==> src/logic/lsu_isa_pkg.sv <==
// Core-side load/store definitions: operation encoding and data widths, imported by the LSU blocks
package lsu_isa_pkg;

    // Data and address width of the core
    localparam int XLEN = 32;

    // Bytes per word, also the width of the byte mask
    localparam int BYTE_LANES = 4;

    localparam int BYTE_WIDTH = 8;
    localparam int HALF_WIDTH = 2 * BYTE_WIDTH;

    // Address bits that select a byte inside a word
    localparam int OFFSET_BITS = $clog2(BYTE_LANES);

    // Loads come first, stores occupy the top three codes
    typedef enum logic [2:0] {
        LSU_LB  = 3'd0,
        LSU_LH  = 3'd1,
        LSU_LW  = 3'd2,
        LSU_LBU = 3'd3,
        LSU_LHU = 3'd4,
        LSU_SB  = 3'd5,
        LSU_SH  = 3'd6,
        LSU_SW  = 3'd7
    } lsu_op_e;

endpackage

==> src/logic/mem_sys_pkg.sv <==
// Memory-side definitions: RAM size, wait states and controller states for the access path
package mem_sys_pkg;

    // Data RAM geometry in words
    localparam int MEM_DEPTH_WORDS = 256;
    localparam int MEM_ADDR_BITS   = $clog2(MEM_DEPTH_WORDS);

    // Extra cycles the memory needs before an access may complete
    localparam int MEM_WAIT_CYCLES = 2;

    // Wide enough to hold MEM_WAIT_CYCLES, at least one bit
    localparam int WAIT_CNT_BITS = $clog2(MEM_WAIT_CYCLES + 2);

    typedef enum logic [1:0] {
        CTRL_IDLE   = 2'd0,
        CTRL_ACCESS = 2'd1,
        CTRL_DONE   = 2'd2
    } ctrl_state_e;

endpackage

==> src/logic/mem_bus_if.sv <==
// Data memory bus shared by the controller, the wait timer, the LSU datapath and the RAM
interface mem_bus_if;
    import lsu_isa_pkg::*;

    // Request level and write enable from the controller
    logic                  sel;
    logic                  we;

    // Word-aligned address, aligned store data and byte lanes from the LSU
    logic [XLEN-1:0]       addr;
    logic [XLEN-1:0]       wdata;
    logic [BYTE_LANES-1:0] mask;

    // Registered read word from the RAM
    logic [XLEN-1:0]       rdata;

    // High while the memory still inserts wait states
    logic                  stall;

    modport ctrl (output sel, output we, input stall);

    modport lsu (output addr, output wdata, output mask, input sel, input rdata);

    modport timer (input sel, output stall);

    // The RAM only commits a cycle once the wait states are over
    modport ram (
        input  sel, we, addr, wdata, mask, stall,
        output rdata
    );

endinterface

==> src/logic/lsu_ctrl_fsm.sv <==
// Access controller: takes a start strobe, raises the bus request until the memory completes, pulses done
module lsu_ctrl_fsm (
    input  logic                 clk_i,
    input  logic                 rst_n_i,
    input  logic                 start_i,
    input  logic                 hold_i,
    input  lsu_isa_pkg::lsu_op_e op_i,
    output logic                 done_o,
    mem_bus_if.ctrl              bus_o
);
    import lsu_isa_pkg::*;
    import mem_sys_pkg::*;

    ctrl_state_e state_q;
    ctrl_state_e state_d;
    logic        req;
    logic        is_store;

    assign is_store = op_i inside {LSU_SB, LSU_SH, LSU_SW};

    // A pipeline hold drops the request for that cycle only
    assign req = (state_q == CTRL_ACCESS) && !hold_i;

    always_comb begin
        state_d = state_q;
        case (state_q)
            CTRL_IDLE: begin
                if (start_i) begin
                    state_d = CTRL_ACCESS;
                end
            end
            CTRL_ACCESS: begin
                // The memory commits in the first requested cycle without stall
                if (req && !bus_o.stall) begin
                    state_d = CTRL_DONE;
                end
            end
            CTRL_DONE: begin
                state_d = CTRL_IDLE;
            end
            default: begin
                state_d = CTRL_IDLE;
            end
        endcase
    end

    always_ff @(posedge clk_i) begin
        if (!rst_n_i) begin
            state_q <= CTRL_IDLE;
        end else begin
            state_q <= state_d;
        end
    end

    assign bus_o.sel = req;
    assign bus_o.we  = req && is_store;

    // The extended load word is on the RAM output during this one cycle
    assign done_o = (state_q == CTRL_DONE);

endmodule

==> src/flat_wrapper.sv <==
// flat-port wrapper written by rule: the top's interface ports become plain ports
module lsu_ctrl_fsm_flat import lsu_isa_pkg::*; import mem_sys_pkg::*;
  (clk_i, rst_n_i, start_i, hold_i, op_i, done_o, bus_o_sel, bus_o_we, bus_o_stall);
  mem_bus_if bus_o_i ();
  input  logic clk_i;
  input  logic rst_n_i;
  input  logic start_i;
  input  logic hold_i;
  input  lsu_isa_pkg::lsu_op_e op_i;
  output logic done_o;
  output wire logic [$bits(bus_o_i.sel)-1:0] bus_o_sel;
  output wire logic [$bits(bus_o_i.we)-1:0] bus_o_we;
  input wire logic [$bits(bus_o_i.stall)-1:0] bus_o_stall;
  assign bus_o_sel = bus_o_i.sel;
  assign bus_o_we = bus_o_i.we;
  assign bus_o_i.stall = bus_o_stall;
  lsu_ctrl_fsm u_core (.clk_i(clk_i), .rst_n_i(rst_n_i), .start_i(start_i), .hold_i(hold_i), .op_i(op_i), .done_o(done_o), .bus_o(bus_o_i));
endmodule
==> config.mk <==
export PLATFORM = sky130hd
export DESIGN_NAME = lsu_ctrl_fsm_flat
export DESIGN_NICKNAME = d
export VERILOG_FILES = /design/src/logic/lsu_isa_pkg.sv /design/src/logic/mem_sys_pkg.sv /design/src/logic/mem_bus_if.sv /design/src/logic/lsu_ctrl_fsm.sv /design/src/flat_wrapper.sv
export SDC_FILE = /design/constraint.sdc
export NUM_CORES = 1
export LEC_CHECK = 0
export ABC_CLOCK_PERIOD_IN_PS = 1050
export BUFFER_PORTS_ARGS = -buffer_cell sky130_fd_sc_hd__buf_4
export CORE_AREA = 2 2 39 41
export CTS_BUF_LIST = sky130_fd_sc_hd__clkbuf_16
export DETAILED_ROUTE_END_ITERATION = 10
export DIE_AREA = 0 0 41 43
export GPL_ROUTABILITY_DRIVEN = 0
export SYNTH_ARGS = -nofsm -noshare
export SYNTH_HDL_FRONTEND = slang
export SYNTH_SLANG_ARGS = --single-unit
==> constraint.sdc <==
create_clock -name clk_i -period 1.05 [get_ports clk_i]
set_clock_uncertainty 0.15 [all_clocks]
set_input_delay 0.21 -clock clk_i [delete_from_list [all_inputs] [get_ports clk_i]]
set_output_delay 0.21 -clock clk_i [all_outputs]
set_load 0.005 [all_outputs]
==> qor.txt, run 1 <==
synth unique cells - 9
grt peak-use layer - met2
critical path launch point - u_core.state_q[1]
fin crit share - 125%
total power draw - 738 uW
drt initial violations - 1
I/O Pins - 11
Worst Path Class, Setup - reg2out
Reg2Reg Capture Point - u_core.state_q[1]
max FFs per register - 2
outcome - complete, but fails checks
Site Rows - 14
PwrDens - 2040 nW/um2
Highest Clock Rate - 761 MHz
Final Hold Fails - 0
detailed-route via count - 152
Max FO, Critical Path - 3
Critical Path End - bus_o_we
nets - 40
Worst Tran Pin Value - 355 ps
P_leak - 0.000161 uW
H-tree levels - 1
clock slew seen by the registers of the worst setup and hold paths - 30 ps
ys async rst share - 0%
register area - 45.0 um2
Final min period - 1310 ps
Mapped Nets - 20
biggest area consumer among synthesized cells - dfxtp_1
setup repair after global routing missed its margin - true
Worst Hold Depth - 2
Max Root-Sink Buffers - 2
Detail Route Antenna Nets - 0
die area - 1760 um2
area grow syn2layout - 266%
synth warn - 0
CTS root buffer - clkbuf_16
Skew-Pair Late Insertion Delay - 220 ps
CTS Sinks - 2
Synth top area share - 40.5%
Synth Area per Inst - 8.24 um2
top cells by count, synth - nor2_1 (3), dfxtp_1 (2)
Hold WC Path Type - in2reg
Synth Register Bits - 2
Synth area leaders - dfxtp_1 (41%), a2111oi_2 (15%), nor2_1 (11%)
Via-to-Cell Ratio - 3.30
die span in x - 41 um
Overflow after GRT - 0
Top reg by flops - u_core.state_q
met2 Usage GRT - 7.19%
Die Span Y - 43 um
critical path launch point type - flip-flop
met3 GRT Util - 6.28%
setup TNS - -673 ps
DPL Wire Length - 225 um
count leader, synth - nor2_1
Max Cap Viol - 0
layout cells sized above 1 - 80.0%
Port Buffers - 10
multi-input logic area - 101 um2
Residual DRC - 0
Avg WL per Cell - 8.50 um
synthesized area - 98.8 um2
area of the core - 1380 um2
CP arrival - 950 ps
CTS tree - built
Layout fillers - 152
R2R setup slack - -20 ps
pin count of the biggest net entering global routing - 5
r2r startpoint - u_core.state_q[1]
worst reg-to-reg path cell count - 4
EDFF count, synth - 0
antenna violations before repair - 0
DP Worst Slack - -99.4 ps
Post-Route WL - 391 um
setup slack after layout - -263 ps
Global Route Usage Sum - 5.91%
Setup violations, final - 4
vias in the first global route - 139
CP Data Required Time - 690 ps
Most used DFF post-synth - dfxtp_1
Worst setup EP type - primary output
failing checks - negative setup slack
Initial Util - 7.14%
GR Util met1 - 4.78%
worst vdd ir - 0.000587 V
register area share after synthesis - 40.5%
Slew HR - 76.1%
Synth Instances - 12
Slew Limit Fails - 0
Num CTS Buffers - 3
top flop regs - u_core.state_q (2)
DR pass1 iterations - 2
global-route wire length before repair - 572 um
diode count - 0
worst hold margin - 25.9 ps
worst min path at each step:
stage                           start           endpoint  slack [ps]
after floorplan                hold_i  u_core.state_q[1]         140
after global placement    bus_o_stall  u_core.state_q[1]         240
after CTS                 bus_o_stall  u_core.state_q[1]           8
after global routing      bus_o_stall  u_core.state_q[1]          20
final                     bus_o_stall  u_core.state_q[1]          30
after detailed placement  bus_o_stall  u_core.state_q[1]         240
per-stage QoR:
| stage | utilization [%] | cells | instance area, um2 |
|---|---|---|---|
| 2_1_floorplan | - | 12 | 98.8 |
| 3_3_place_gp | 15.6 | 41 | 216 |
| 3_5_place_dp | 15.6 | 41 | 216 |
| 4_1_cts | 23.1 | 45 | 320 |
| 5_1_grt | 26.1 | 46 | 362 |
| 6_report | 26.1 | 46 | 362 |
timing repair:
| action | in CTS | in global routing |
|---|---|---|
| hold buffers | 0 | 0 |
| resized for setup | 6 | 4 |
| endpoints found under the setup margin | 4 | 4 |
| pin swaps | 2 | 1 |
| gates cloned | 0 | 0 |
| setup buffers | 1 | 1 |
layout by cell type, fill, tap and decap left out, drive strengths merged:
cell     instances
buf             15
nand2b           1
nor3             1
nor2b            1
nor4             1
nor2             3
o21ai            1
clkbuf           3
inv              1
dfxtp            2
a2111oi          1
metal layers:
layer  up-vias  share of wire, %
met5         -                 0
met4         0                 0
met2         3                57
li1         78                 -
met3         0               8.4
met1        71                34
power by group:
part	total [uW]	leakage [uW]	switching (uW)	internal (uW)
logic	86.8	0.000106	33.9	52.9
registers	86.3	0.0000175	5.45	80.8
clock network	564	0.0000370	80.4	484
layout make-up:
| type | instances | share of cell area, % |
|---|---|---|
| Clock buffer | 3 | 20.8 |
| Inverter | 1 | 1.04 |
| Multi-Input combinational cell | 9 | 28.0 |
| Sequential cell | 2 | 12.5 |
| Tap cell | 16 | 5.54 |
| Timing Repair Buffer | 15 | 32.2 |
critical path: stages, from the launching register on:
cell and delay (ps):
dfxtp_2 310, nand2b_4 150, nor3_4 150, buf_4 130
cells by family (layout without fill, tap and decap cells):
family	count (synthesis)	after routing	share of synthesized area [%]
and+or+nand+nor	7	7	35.4
AOI/OAI and AO/OA	2	2	20.2
DFF	2	2	40.5
buffers and inverters	1	19	3.79
(Power assumes the default switching activity.)
==> run 2, diff against run 1 <==
ABC_CLOCK_PERIOD_IN_PS = unset   (was 1050)
clock period = 1.56 ns   (was 1.05 ns; I/O delays follow)
==> run 2 against run 1 <==
  * Sequential share of layout area is 2.2 points higher
  * The flow now finishes without violations
  * Cell area is 24% lower
  * Wire length is 27% lower
  * Combinational power is 65% lower
  * Critical path depth stayed put
  * Critical path type unchanged
==> qor.txt, run 2 (synthesized netlist as in run 1, its figures left out) <==
outcome - complete, no violations
CTS tree - built
top flop regs - u_core.state_q (2)
diode count - 0
critical path launch point type - flip-flop
Slew Limit Fails - 0
max FFs per register - 2
combinational fraction of design power - 6.5%
area grow syn2layout - 177%
setup TNS - 0 ps
die area - 1760 um2
Switching Share - 14.4%
Largest delay share family, worst path - flip-flops
dpl cell area - 194 um2
drt initial violations - 0
NetSw - 67.4 uW
fin area - 274 um2
most common cell after layout, fill and taps aside - buf_4
Final Hold Fails - 0
pin count of the biggest net entering global routing - 5
Worst path max stage delay - 370 ps
H-tree levels - 1
wire length on met2 - 156 um
Max Root-Sink Buffers - 2
PwrDens - 1700 nW/um2
fin crit share - 93.4%
Worst Path Class, Setup - reg2out
DP Worst Slack - 305 ps
Worst Tran Pin Value - 259 ps
Clock Power Share - 81.2%
Max FO, Critical Path - 4
setup repair after global routing missed its margin - false
die span in x - 41 um
vias in the first global route - 129
global-route wire length before repair - 448 um
layout cells sized above 1 - 60.0%
detailed-route via count - 130
antenna violations before repair - 0
Via-to-Cell Ratio - 3.17
CTS root buffer - clkbuf_16
metal3 WL - 44 um
Site Rows - 14
Avg WL per Cell - 7.00 um
Final min period - 1460 ps
Max Cap Viol - 0
Skew-Pair Late Insertion Delay - 220 ps
Flop pwr share - 12.2%
hold buffer count at CTS - 0
Detail Route Antenna Nets - 0
Residual DRC - 0
Initial Util - 7.14%
worst vdd ir - 0.000365 V
cell chain of the critical path - nand2b_1, nor3_2, buf_4
CP Data Required Time - 1100 ps
Critical Path Slowest Stage Cell - dfxtp_1
Bufs and invs on worst path - 1
most frequent cells in the layout - buf_4 (10), nor2_1 (3), clkbuf_16 (3)
post-CTS setup buffers - 0
Post-Route WL - 287 um
CP arrival - 1000 ps
Setup violations, final - 0
Worst setup EP type - primary output
Die Span Y - 43 um
DR pass1 iterations - 1
area of the core - 1380 um2
clock slew seen by the registers of the worst setup and hold paths - 30 ps
Internal - 399 uW
Port Buffers - 10
nets - 35
Num CTS Buffers - 3
P_leak - 0.000125 uW
Global Route Usage Sum - 4.70%
Highest Clock Rate - 686 MHz
Slew HR - 82.7%
WL met1 - 86 um
CTS Sinks - 2
Overflow after GRT - 0
setup slack after layout - 103 ps
Hold WC Path Type - in2reg
top layer in use - met3
Top reg by flops - u_core.state_q
I/O Pins - 11
==> run 2: repair_timing <==
action / in CTS / in global routing
resized for setup: 0 / 1
setup endpoints to repair: 0 / 1
hold endpoints to repair: 0 / 0
==> run 2: routing by layer <==
metal  vias to the layer above  GRT usage [%]
met3                         0           7.85
met1                        56           2.86
li1                         69              -
met4                         0           2.00
met2                         5           6.25
met5                         -              0
==> run 2: final timing paths <==
| check | start | slack [ps] | endpoint | cells past startpoint |
|---|---|---|---|---|
| worst max-delay path | u_core.state_q[0] | 100 | bus_o_we | 3 |
| worst max register to register | u_core.state_q[0] | 540 | u_core.state_q[0] | 2 |
| worst min register to register | u_core.state_q[1] | 280 | u_core.state_q[0] | 1 |
| worst min-delay path | bus_o_stall | 120 | u_core.state_q[1] | 2 |
==> run 2: layout make-up <==
cell class | instances | area, um2
Tap cell | 16 | 20.0
Sequential cell | 2 | 40.0
Fill cell | 156 | 1110
Inverter | 1 | 3.75
Multi-Input combinational cell | 9 | 60.1
Clock buffer | 3 | 75.1
Timing Repair Buffer | 10 | 75.1
==> run 2: power by group through the flow <==
| stage | sequential [uW] | combinational, uW | clock, uW |
|---|---|---|---|
| after floorplan | 57.4 | 10.3 | 0 |
| after global placement | 57.7 | 29.7 | 0 |
| after detailed placement | 57.8 | 29.6 | 0 |
| after CTS | 57.2 | 29.7 | 387 |
| after global routing | 57.5 | 33.6 | 395 |
| final | 57.2 | 30.5 | 379 |
==> run 2: metrics by stage <==
stage               power, uW  utilization, %  std cells  hold slack (ps)
floorplan                67.6               -         12              240
global route              486            19.8         41              127
finish                    467            19.8         41              119
global placement         87.4            14.0         38              273
CTS                       473            19.4         41              119
detailed placement       87.4            14.0         38              283
