## src/logic/lsu_isa_pkg.sv

```systemverilog
// Core-side load/store definitions: operation encoding and data widths, imported by the LSU blocks
package lsu_isa_pkg;

    // Data and address width of the core
    localparam int XLEN = 32;

    // Bytes per word, also the width of the byte mask
    localparam int BYTE_LANES = 4;

    localparam int BYTE_WIDTH = 8;
    localparam int HALF_WIDTH = 2 * BYTE_WIDTH;

    // Address bits that select a byte inside a word
    localparam int OFFSET_BITS = $clog2(BYTE_LANES);

    // Loads come first, stores occupy the top three codes
    typedef enum logic [2:0] {
        LSU_LB  = 3'd0,
        LSU_LH  = 3'd1,
        LSU_LW  = 3'd2,
        LSU_LBU = 3'd3,
        LSU_LHU = 3'd4,
        LSU_SB  = 3'd5,
        LSU_SH  = 3'd6,
        LSU_SW  = 3'd7
    } lsu_op_e;

endpackage

```

## src/logic/mem_bus_if.sv

```systemverilog
// Data memory bus shared by the controller, the wait timer, the LSU datapath and the RAM
interface mem_bus_if;
    import lsu_isa_pkg::*;

    // Request level and write enable from the controller
    logic                  sel;
    logic                  we;

    // Word-aligned address, aligned store data and byte lanes from the LSU
    logic [XLEN-1:0]       addr;
    logic [XLEN-1:0]       wdata;
    logic [BYTE_LANES-1:0] mask;

    // Registered read word from the RAM
    logic [XLEN-1:0]       rdata;

    // High while the memory still inserts wait states
    logic                  stall;

    modport ctrl (output sel, output we, input stall);

    modport lsu (output addr, output wdata, output mask, input sel, input rdata);

    modport timer (input sel, output stall);

    // The RAM only commits a cycle once the wait states are over
    modport ram (
        input  sel, we, addr, wdata, mask, stall,
        output rdata
    );

endinterface

```

## src/logic/lsu_align.sv

```systemverilog
// LSU datapath: aligns store data and byte mask onto the bus and extends the returned load word
module lsu_align (
    input  logic                         clk_i,
    input  lsu_isa_pkg::lsu_op_e         op_i,
    input  logic [lsu_isa_pkg::XLEN-1:0] addr_i,
    input  logic [lsu_isa_pkg::XLEN-1:0] wdata_i,
    output logic [lsu_isa_pkg::XLEN-1:0] result_o,
    mem_bus_if.lsu                       bus_io
);
    import lsu_isa_pkg::*;

    logic [OFFSET_BITS-1:0] offset;
    lsu_op_e                op_q;
    logic [OFFSET_BITS-1:0] offset_q;
    logic [BYTE_WIDTH-1:0]  load_byte;
    logic [HALF_WIDTH-1:0]  load_half;

    assign offset = addr_i[OFFSET_BITS-1:0];

    // Low bits only pick the lanes, the bus always sees a word address
    assign bus_io.addr = {addr_i[XLEN-1:OFFSET_BITS], {OFFSET_BITS{1'b0}}};

    always_comb begin
        case (op_i)
            LSU_SB: begin
                bus_io.wdata = XLEN'(wdata_i[BYTE_WIDTH-1:0]) << (BYTE_WIDTH * offset);
                bus_io.mask  = BYTE_LANES'(1) << offset;
            end
            LSU_SH: begin
                bus_io.wdata = XLEN'(wdata_i[HALF_WIDTH-1:0]) << (HALF_WIDTH * offset[1]);
                bus_io.mask  = BYTE_LANES'(2'b11) << (2 * offset[1]);
            end
            default: begin
                // SW and every load use the whole word
                bus_io.wdata = wdata_i;
                bus_io.mask  = {BYTE_LANES{1'b1}};
            end
        endcase
    end

    // The last sel cycle of an access is the completing one, so these
    // values line up with the read word that the RAM registers
    always_ff @(posedge clk_i) begin
        if (bus_io.sel) begin
            op_q     <= op_i;
            offset_q <= offset;
        end
    end

    assign load_byte = bus_io.rdata[BYTE_WIDTH * offset_q +: BYTE_WIDTH];
    assign load_half = bus_io.rdata[HALF_WIDTH * offset_q[1] +: HALF_WIDTH];

    always_comb begin
        case (op_q)
            LSU_LB: begin
                result_o = {{(XLEN - BYTE_WIDTH){load_byte[BYTE_WIDTH-1]}}, load_byte};
            end
            LSU_LBU: begin
                result_o = {{(XLEN - BYTE_WIDTH){1'b0}}, load_byte};
            end
            LSU_LH: begin
                result_o = {{(XLEN - HALF_WIDTH){load_half[HALF_WIDTH-1]}}, load_half};
            end
            LSU_LHU: begin
                result_o = {{(XLEN - HALF_WIDTH){1'b0}}, load_half};
            end
            default: begin
                // LW passes the word through, stores leave it meaningless
                result_o = bus_io.rdata;
            end
        endcase
    end

endmodule

```

## src/flat_wrapper.sv

```systemverilog
// flat-port wrapper written by rule: the top's interface ports become plain ports
module lsu_align_flat import lsu_isa_pkg::*;
  (clk_i, op_i, addr_i, wdata_i, result_o, bus_io_addr, bus_io_wdata, bus_io_mask, bus_io_sel, bus_io_rdata);
  mem_bus_if bus_io_i ();
  input  logic clk_i;
  input  lsu_isa_pkg::lsu_op_e op_i;
  input  logic [lsu_isa_pkg::XLEN-1:0] addr_i;
  input  logic [lsu_isa_pkg::XLEN-1:0] wdata_i;
  output logic [lsu_isa_pkg::XLEN-1:0] result_o;
  output wire logic [$bits(bus_io_i.addr)-1:0] bus_io_addr;
  output wire logic [$bits(bus_io_i.wdata)-1:0] bus_io_wdata;
  output wire logic [$bits(bus_io_i.mask)-1:0] bus_io_mask;
  input wire logic [$bits(bus_io_i.sel)-1:0] bus_io_sel;
  input wire logic [$bits(bus_io_i.rdata)-1:0] bus_io_rdata;
  assign bus_io_addr = bus_io_i.addr;
  assign bus_io_wdata = bus_io_i.wdata;
  assign bus_io_mask = bus_io_i.mask;
  assign bus_io_i.sel = bus_io_sel;
  assign bus_io_i.rdata = bus_io_rdata;
  lsu_align u_core (.clk_i(clk_i), .op_i(op_i), .addr_i(addr_i), .wdata_i(wdata_i), .result_o(result_o), .bus_io(bus_io_i));
endmodule
```

## config.mk

```make
export PLATFORM = sky130hd
export DESIGN_NAME = lsu_align_flat
export DESIGN_NICKNAME = d
export VERILOG_FILES = /design/src/logic/lsu_isa_pkg.sv /design/src/logic/mem_bus_if.sv /design/src/logic/lsu_align.sv /design/src/flat_wrapper.sv
export SDC_FILE = /design/constraint.sdc
export NUM_CORES = 1
export LEC_CHECK = 0
export BUFFER_PORTS_ARGS = -buffer_cell sky130_fd_sc_hd__buf_4
export CORE_AREA = 2 2 77 79
export CTS_CLUSTER_DIAMETER = 200
export CTS_CLUSTER_SIZE = 40
export DETAILED_ROUTE_END_ITERATION = 10
export DIE_AREA = 0 0 79 81
export PLACE_DENSITY = 0.73
export SYNTH_ARGS = -nofsm -noshare
export SYNTH_HDL_FRONTEND = slang
export SYNTH_SLANG_ARGS = --single-unit
```

## constraint.sdc

```tcl
create_clock -name clk_i -period 5.4 [get_ports clk_i]
set_input_delay 0.54 -clock clk_i [delete_from_list [all_inputs] [get_ports clk_i]]
set_output_delay 0.54 -clock clk_i [all_outputs]
set_load 0.02 [all_outputs]
```

==> summary.md, run 1 <==
| Metric | Value |
|---|---|
| Post-DP HPWL | `5.01 mm` |
| Io pins | `201` |
| Final ANT Viol Nets | `0` |
| Leak | `1.30 nW` |
| CP max-delay cell | `edfxtp_1` |
| Setup crit start kind | `flip-flop` |
| Total wire length | `6.38 mm` |
| Comb pwr share | `71.8%` |
| CP arrival | `2.81 ns` |
| Clock sinks | `5` |
| Synth cell count leaders | `nand2_1 (35), buf_4 (33), a21o_1 (17)` |
| Fin. Hold Viols | `0` |
| Switching share of power | `44.4%` |
| Starting density of the core | `29.6%` |
| Part of the power in registers | `13.3%` |
| Core Rows | `28` |
| Worst path cell trace | `mux4_2, nor2_1, a2111oi_4, a311o_1, buf_4` |
| YS warnings | `0` |
| RSZ-0062 raised after global routing | `no` |
| Syn_area_per_cell | `6.94 µm²` |
| DR WL/cell | `15.6 µm` |
| Antenna Cells | `0` |
| Pre-Repair DR Iteration Count | `5` |
| Root buffer cell | `clkbuf_8` |
| Register area share after synthesis | `8.94%` |
| DRT iter0 DRCs | `137` |
| Post-synth ARST share | `0%` |
| Max clock buf depth | `2` |
| Vias in the first global route | `2,015` |
| Vias | `2,224` |
| # fillers | `610` |
| Kind of critical path | `flip-flop to output pin` |
| Post-synth EDFFs | `5` |
| Core box area | `5680 µm²` |
| Largest net degree at the start of global routing | `31` |
| Main synth FF type | `edfxtp_1` |
| Period utilisation layout | `62.1%` |
| Die Width | `79 µm` |
| Hold Path Class | `input pin to flip-flop` |
| Status | `finished clean` |
| Pwr per Cell Area | `178 nW/µm²` |
| TritonCTS clock tree | `yes` |
| Peak supply drop | `0.0684 mV` |
| Finished layout cell area | `2530 µm²` |
| Flops & latches, synth | `5` |
| WP data required | `4.86 ns` |
| Crit Path Max Fanout | `30` |
| GPL Wtd Cong | `0.798` |
| Synth unique cells | `38` |
| Min Hold Slack | `0.532 ns` |
| Vias per cell | `5.45` |
| Post-CTS Resized | `0` |
| Crit path time final | `3.35 ns` |
| Synth area leader | `buf_4` |
| Layout cell share with drive strength beyond 1 | `43.2%` |
| Hold bufs inserted after CTS | `0` |
| Setup bufs post-CTS | `0` |
| Area of the mapped netlist | `1680 µm²` |
| Final net count | `435` |
| PortBufs | `138` |
| Die area | `6400 µm²` |
| Grt total ovfl | `0` |
| Final setup TNS | `0 ns` |
| Critical Path End Type | `output pin` |
| Slew @ Worst Pin | `1.20 ns` |
| Top cell type's share of synthesized area | `14.7%` |
| Total internal power | `0.250 mW` |
| Crit path largest cell delay | `0.89 ns` |
| P_sw | `0.200 mW` |
| Count leader, synth | `nand2_1` |
| Initial antenna violation count | `0` |
| Pins Over Slew Limit | `0` |
| Placed cell area | `2480 µm²` |
| Cells after Synth | `242` |
| Num CTS Buffers | `3` |
| Area Growth Syn to Fin | `50.6%` |
| Fin util | `44.6%` |
| First-pass GRT wire length | `9.60 mm` |
| Die Ht | `81 µm` |
| Clk pwr share | `14.9%` |
| H-tree Lvls | `1` |
| Max-cap viol count | `0` |
| Clk slew on worst S/H paths | `0.03 ns` |
| Achievable frequency | `0.298 GHz` |
| DRC viols | `0` |
| Top cells by area, synth | `buf_4 (15%), edfxtp_1 (8.9%), a22o_1 (7.8%)` |
| Max_slew headroom | `19.7%` |
| GRT Util Overall | `18.4%` |
| Setup violations, final | `0` |
layout by cell type, fill, tap and decap left out, drive strengths merged, types with 2 or more instances in the layout:
master / count
buf: 138
nand2: 35
a21o: 17
o21ai: 17
a22o: 15
a22oi: 14
nand2b: 12
a21oi: 9
nand3: 9
a32o: 8
and2: 8
a221o: 7
nor2: 7
nor2b: 6
edfxtp: 5
clkbuf: 4
and3: 3
inv: 2
mux2i: 2
conb: 2
layout make-up:
cell class              instances  area, µm²  area share, %
multi-input cells             184       1200           47.3
repair buffers                138       1040           40.9
flip-flops and latches          5        150           5.93
well taps                      75       93.8           3.71
clock buffers                   4       45.0           1.78
inverters                       2       7.51          0.297
through the flow:
step	setup WS [ns]	std cells	total power, mW
after floorplan	3.15	243	0.268
after global placement	2.36	404	0.378
after detailed placement	2.31	404	0.381
after CTS	2.06	408	0.452
after global routing	1.80	408	0.479
final	2.05	408	0.450
path summary, 6_finish.rpt:
check	from	to	slack (ns)	depth (start not counted)
max	u_core.offset_q[1]$_DFFE_PP_	result_o[15]	2.05	5
min	op_i[0]	u_core.op_q[0]$_DFFE_PP_	0.53	1
flip-flops by register name (all words and copies together), names as in the netlist:
name / cells
u_core.offset_q: 2
u_core.op_q: 3
worst max-delay path, delay by kind of cell, from the launching register on:
kind,cells,cell delay [ns]
AOI/OAI and AO/OA,2,1.10
DFF,1,0.89
muxes,1,0.38
buffers and inverters,1,0.14
and+or+nand+nor,1,0.08
power groups by stage:
| stage | registers (mW) | clock network (mW) | logic, mW |
|---|---|---|---|
| floorplan | 0.0488 | 0 | 0.219 |
| global placement | 0.0598 | 0 | 0.318 |
| detailed placement | 0.0601 | 0 | 0.321 |
| CTS | 0.0596 | 0.0698 | 0.323 |
| global route | 0.0613 | 0.0725 | 0.345 |
| finish | 0.0599 | 0.0672 | 0.323 |
cell families (layout without fill, tap and decap cells):
family	Yosys count	in the layout	share of synthesized area, %
AOI/OAI and AO/OA	91	91	41.6
and+or+nand+nor	88	88	26.7
muxes	3	3	2.53
DFF	5	5	8.93
other	1	2	0.223
buffers and inverters	54	144	20.0
metal layers:
metal / wire length (µm) / global-route usage [%] / up-vias
met2: 3060 / 32.4 / 172
met3: 754 / 5.00 / 12
met5: 0 / 0 / -
met1: 2440 / 21.5 / 988
met4: 116 / 6.55 / 0
li1: - / - / 1052
No activity file was read; power rests on OpenSTA's default activity.
==> run 2, diff against run 1 <==
Settings changed: ABC_AREA from default to 1, CORE_AREA 2 2 77 79 to default, CORE_ASPECT_RATIO from default to 0.9, CORE_UTILIZATION from default to 35, DIE_AREA 0 0 79 81 to default, PLACE_DENSITY 0.73 to 0.77.
Clock period 5.4 ns to 2.7 ns, I/O delays scaled along.
==> summary.md, run 2 <==
| Metric | Value |
|---|---|
| Synth unique cells | `26 (-32%)` |
| Max-cap viol count | `0 (unchanged)` |
| Routing usage on met3 | `6.03% (+1.0 points)` |
| PortBufs | `138 (unchanged)` |
| Leak | `1.79 nW (+37%)` |
| DR WL/cell | `13.0 µm (-17%)` |
| Total wire length | `7.32 mm (+15%)` |
| Pins Over Slew Limit | `0 (unchanged)` |
| RSZ-0062 raised after global routing | `no` |
| Fin util | `50.9% (+6.3 points)` |
| Final setup TNS | `0 ns (unchanged)` |
| Status | `finished clean` |
| Total internal power | `0.500 mW (+100%)` |
| Min-Delay Startpoint | `op_i[1]` |
| Count leader, synth | `nand2_1` |
| Switching share of power | `48.6% (+4.1 points)` |
| Post-synth EDFFs | `5 (unchanged)` |
| Core box area | `5860 µm² (+3.2%)` |
| Comb pwr share | `75.6% (+3.8 points)` |
| Core Rows | `26 (-7.1%)` |
| Post-DP HPWL | `5.71 mm (+14%)` |
| Area Growth Syn to Fin | `35.8%` |
| Layout cell share with drive strength beyond 1 | `34.9% (-8.3 points)` |
| GPL Wtd Cong | `0.867 (+8.5%)` |
| Finished layout cell area | `2980 µm² (+18%)` |
| Part of the power in registers | `10.5% (-2.8 points)` |
| Max clock buf depth | `2 (unchanged)` |
| Die Width | `85.4 µm (+8.1%)` |
| Min Hold Slack | `0.255 ns (-0.276 ns)` |
| Top cells by area, synth | `nand3_1 (25%), nand2_1 (22%), buf_4 (13%)` |
| Crit Path Max Fanout | `24 (-20%)` |
| Area of the mapped netlist | `2190 µm² (+30%)` |
| Final ANT Viol Nets | `0 (unchanged)` |
| Starting density of the core | `37.4% (+7.8 points)` |
| Synth cell count leaders | `nand2_1 (128), nand3_1 (111), inv_1 (49)` |
| Clock sinks | `5 (unchanged)` |
| Grt total ovfl | `0 (unchanged)` |
| P_sw | `0.472 mW (+140%)` |
| Hold Path Class | `input pin to flip-flop` |
| Clk pwr share | `13.9% (-1.0 points)` |
| Crit path launch | `u_core.offset_q[0]$_DFFE_PP_` |
| Most frequent cells in the layout | `buf_4 (140), nand2_1 (128), nand3_1 (111)` |
| DRT iter0 DRCs | `118 (-14%)` |
| TritonCTS clock tree | `yes` |
| Io pins | `201 (unchanged)` |
| Top cell type's share of synthesized area | `25.3% (+11 points)` |
| Reg with most FFs | `u_core.op_q` |
| Placed cell area | `2930 µm² (+18%)` |
| Vias | `2,931 (+32%)` |
| Syn_area_per_cell | `5.39 µm² (-22%)` |
| Setup crit start kind | `flip-flop` |
| CP arrival | `2.01 ns (-0.80 ns)` |
| Final net count | `597 (+37%)` |
| Clk slew on worst S/H paths | `0.03 ns (about the same)` |
| CP max-delay cell | `edfxtp_1` |
| Flops & latches, synth | `5 (unchanged)` |
| Num CTS Buffers | `3 (unchanged)` |
| H-tree Lvls | `1 (unchanged)` |
| Pwr per Cell Area | `326 nW/µm² (+83%)` |
| Max FFs per register | `3 (unchanged)` |
| Largest net degree at the start of global routing | `33 (+6.5%)` |
| Cells after Synth | `407 (+68%)` |
| DRC viols | `0 (unchanged)` |
| Pre-Repair DR Iteration Count | `4 (-1)` |
| Vias in the first global route | `2,581 (+28%)` |
| Synth area leader | `nand3_1` |
| Root buffer cell | `clkbuf_8` |
| Fin. Hold Viols | `0 (unchanged)` |
| Main synth FF type | `edfxtp_1` |
| Period utilisation layout | `84.3%` |
| Peak supply drop | `0.154 mV (+130%)` |
| Setup violations, final | `0 (unchanged)` |
| Die area | `6580 µm² (+2.9%)` |
| Crit path time final | `2.28 ns` |
| Met1 Usage GRT | `25.1% (+3.6 points)` |
| Setup bufs post-CTS | `0 (unchanged)` |
| Fin cells | `565 (+38%)` |
| Commonest non-fill, non-tap cell in the layout | `buf_4` |
| GR Util met2 | `37.1% (+4.7 points)` |
| Post-synth ARST share | `0% (unchanged)` |
| GRT Util Overall | `21.2% (+2.8 points)` |
| Vias per cell | `5.19 (-4.8%)` |
| WP data required | `2.43 ns (-2.43 ns)` |
| Kind of critical path | `flip-flop to output pin` |
| Antenna Cells | `0 (unchanged)` |
| Register area share after synthesis | `6.85% (-2.1 points)` |
| Initial antenna violation count | `0 (unchanged)` |
| Largest regs | `u_core.op_q x3, u_core.offset_q x2` |
| Achievable frequency | `0.439 GHz` |
| Critical Path End Type | `output pin` |
| Worst path cell trace | `inv_1, nand2_2, nand3_4, nand3_1, buf_4` |
| Placed Cells | `561 (+39%)` |
| Crit path largest cell delay | `0.63 ns (-0.26 ns)` |
| GR peak layer | `met2` |
| YS warnings | `0 (unchanged)` |
| Die Ht | `77.1 µm (-4.8%)` |
| First-pass GRT wire length | `11.9 mm (+24%)` |
## run 2: cell types whose count changed after synthesis, moves of 8 or more
cell,change
nand3_1,+102
nand2_1,+93
inv_1,+47
a21o_1,-17
nand3_2,+17
a22o_1,-15
a22oi_1,-14
clkbuf_1,-12
nand2b_1,-12
a21oi_1,-8
a32o_1,-8
and2_1,-8
## run 2: layer usage
layer / up-vias / routed length, µm
li1: 1459 / -
met1: 1280 / 2920
met2: 176 / 3510
met3: 16 / 781
met4: 0 / 116
met5: - / 0
## run 2: repair_timing
item | 4_1_cts | 5_1_grt
setup endpoints to repair | 0 | 4
hold buffers | 0 | 0
resized for setup | 0 | 1
## run 2: per-stage QoR
step | total power [mW] | setup slack [ns]
after floorplan | 0.601 | 1.22
after global placement | 0.828 | 0.578
after detailed placement | 0.835 | 0.469
after CTS | 0.975 | 0.220
after global routing | 1.05 | 0.210
final | 0.972 | 0.423
## run 2: final timing paths
path                  endpoint  slack, ns  cells after the start
max               result_o[31]       0.42                      5
min   u_core.op_q[1]$_DFFE_PP_       0.26                      1
## run 2: power groups by stage
stage	Sequential [mW]	Clock [mW]	Combinational, mW
final	0.102	0.135	0.734
after global routing	0.104	0.144	0.798
after CTS	0.102	0.138	0.734
after detailed placement	0.103	0	0.732
after global placement	0.103	0	0.725
after floorplan	0.0986	0	0.502
## run 2: layout make-up
class,instances,area (µm²)
inverters,52,195
multi-input cells,294,1450
clock buffers,4,45.0
well taps,70,87.6
flip-flops and latches,5,150
fillers,607,2880
repair buffers,140,1050
## run 2: critical path, delay by kind of cell (launching register included)
family / cells / cell delay, ns
DFF: 1 / 0.63
buffers and inverters: 2 / 0.51
and+or+nand+nor: 3 / 0.64
## run 2: cell families (layout without fill, tap and decap cells)
family	Yosys count	count (layout)	synth area share (%)
AOI/OAI and AO/OA	11	11	2.91
buffers and inverters	109	196	27.6
DFF	5	5	6.85
other	1	2	0.171
and+or+nand+nor	281	281	62.5
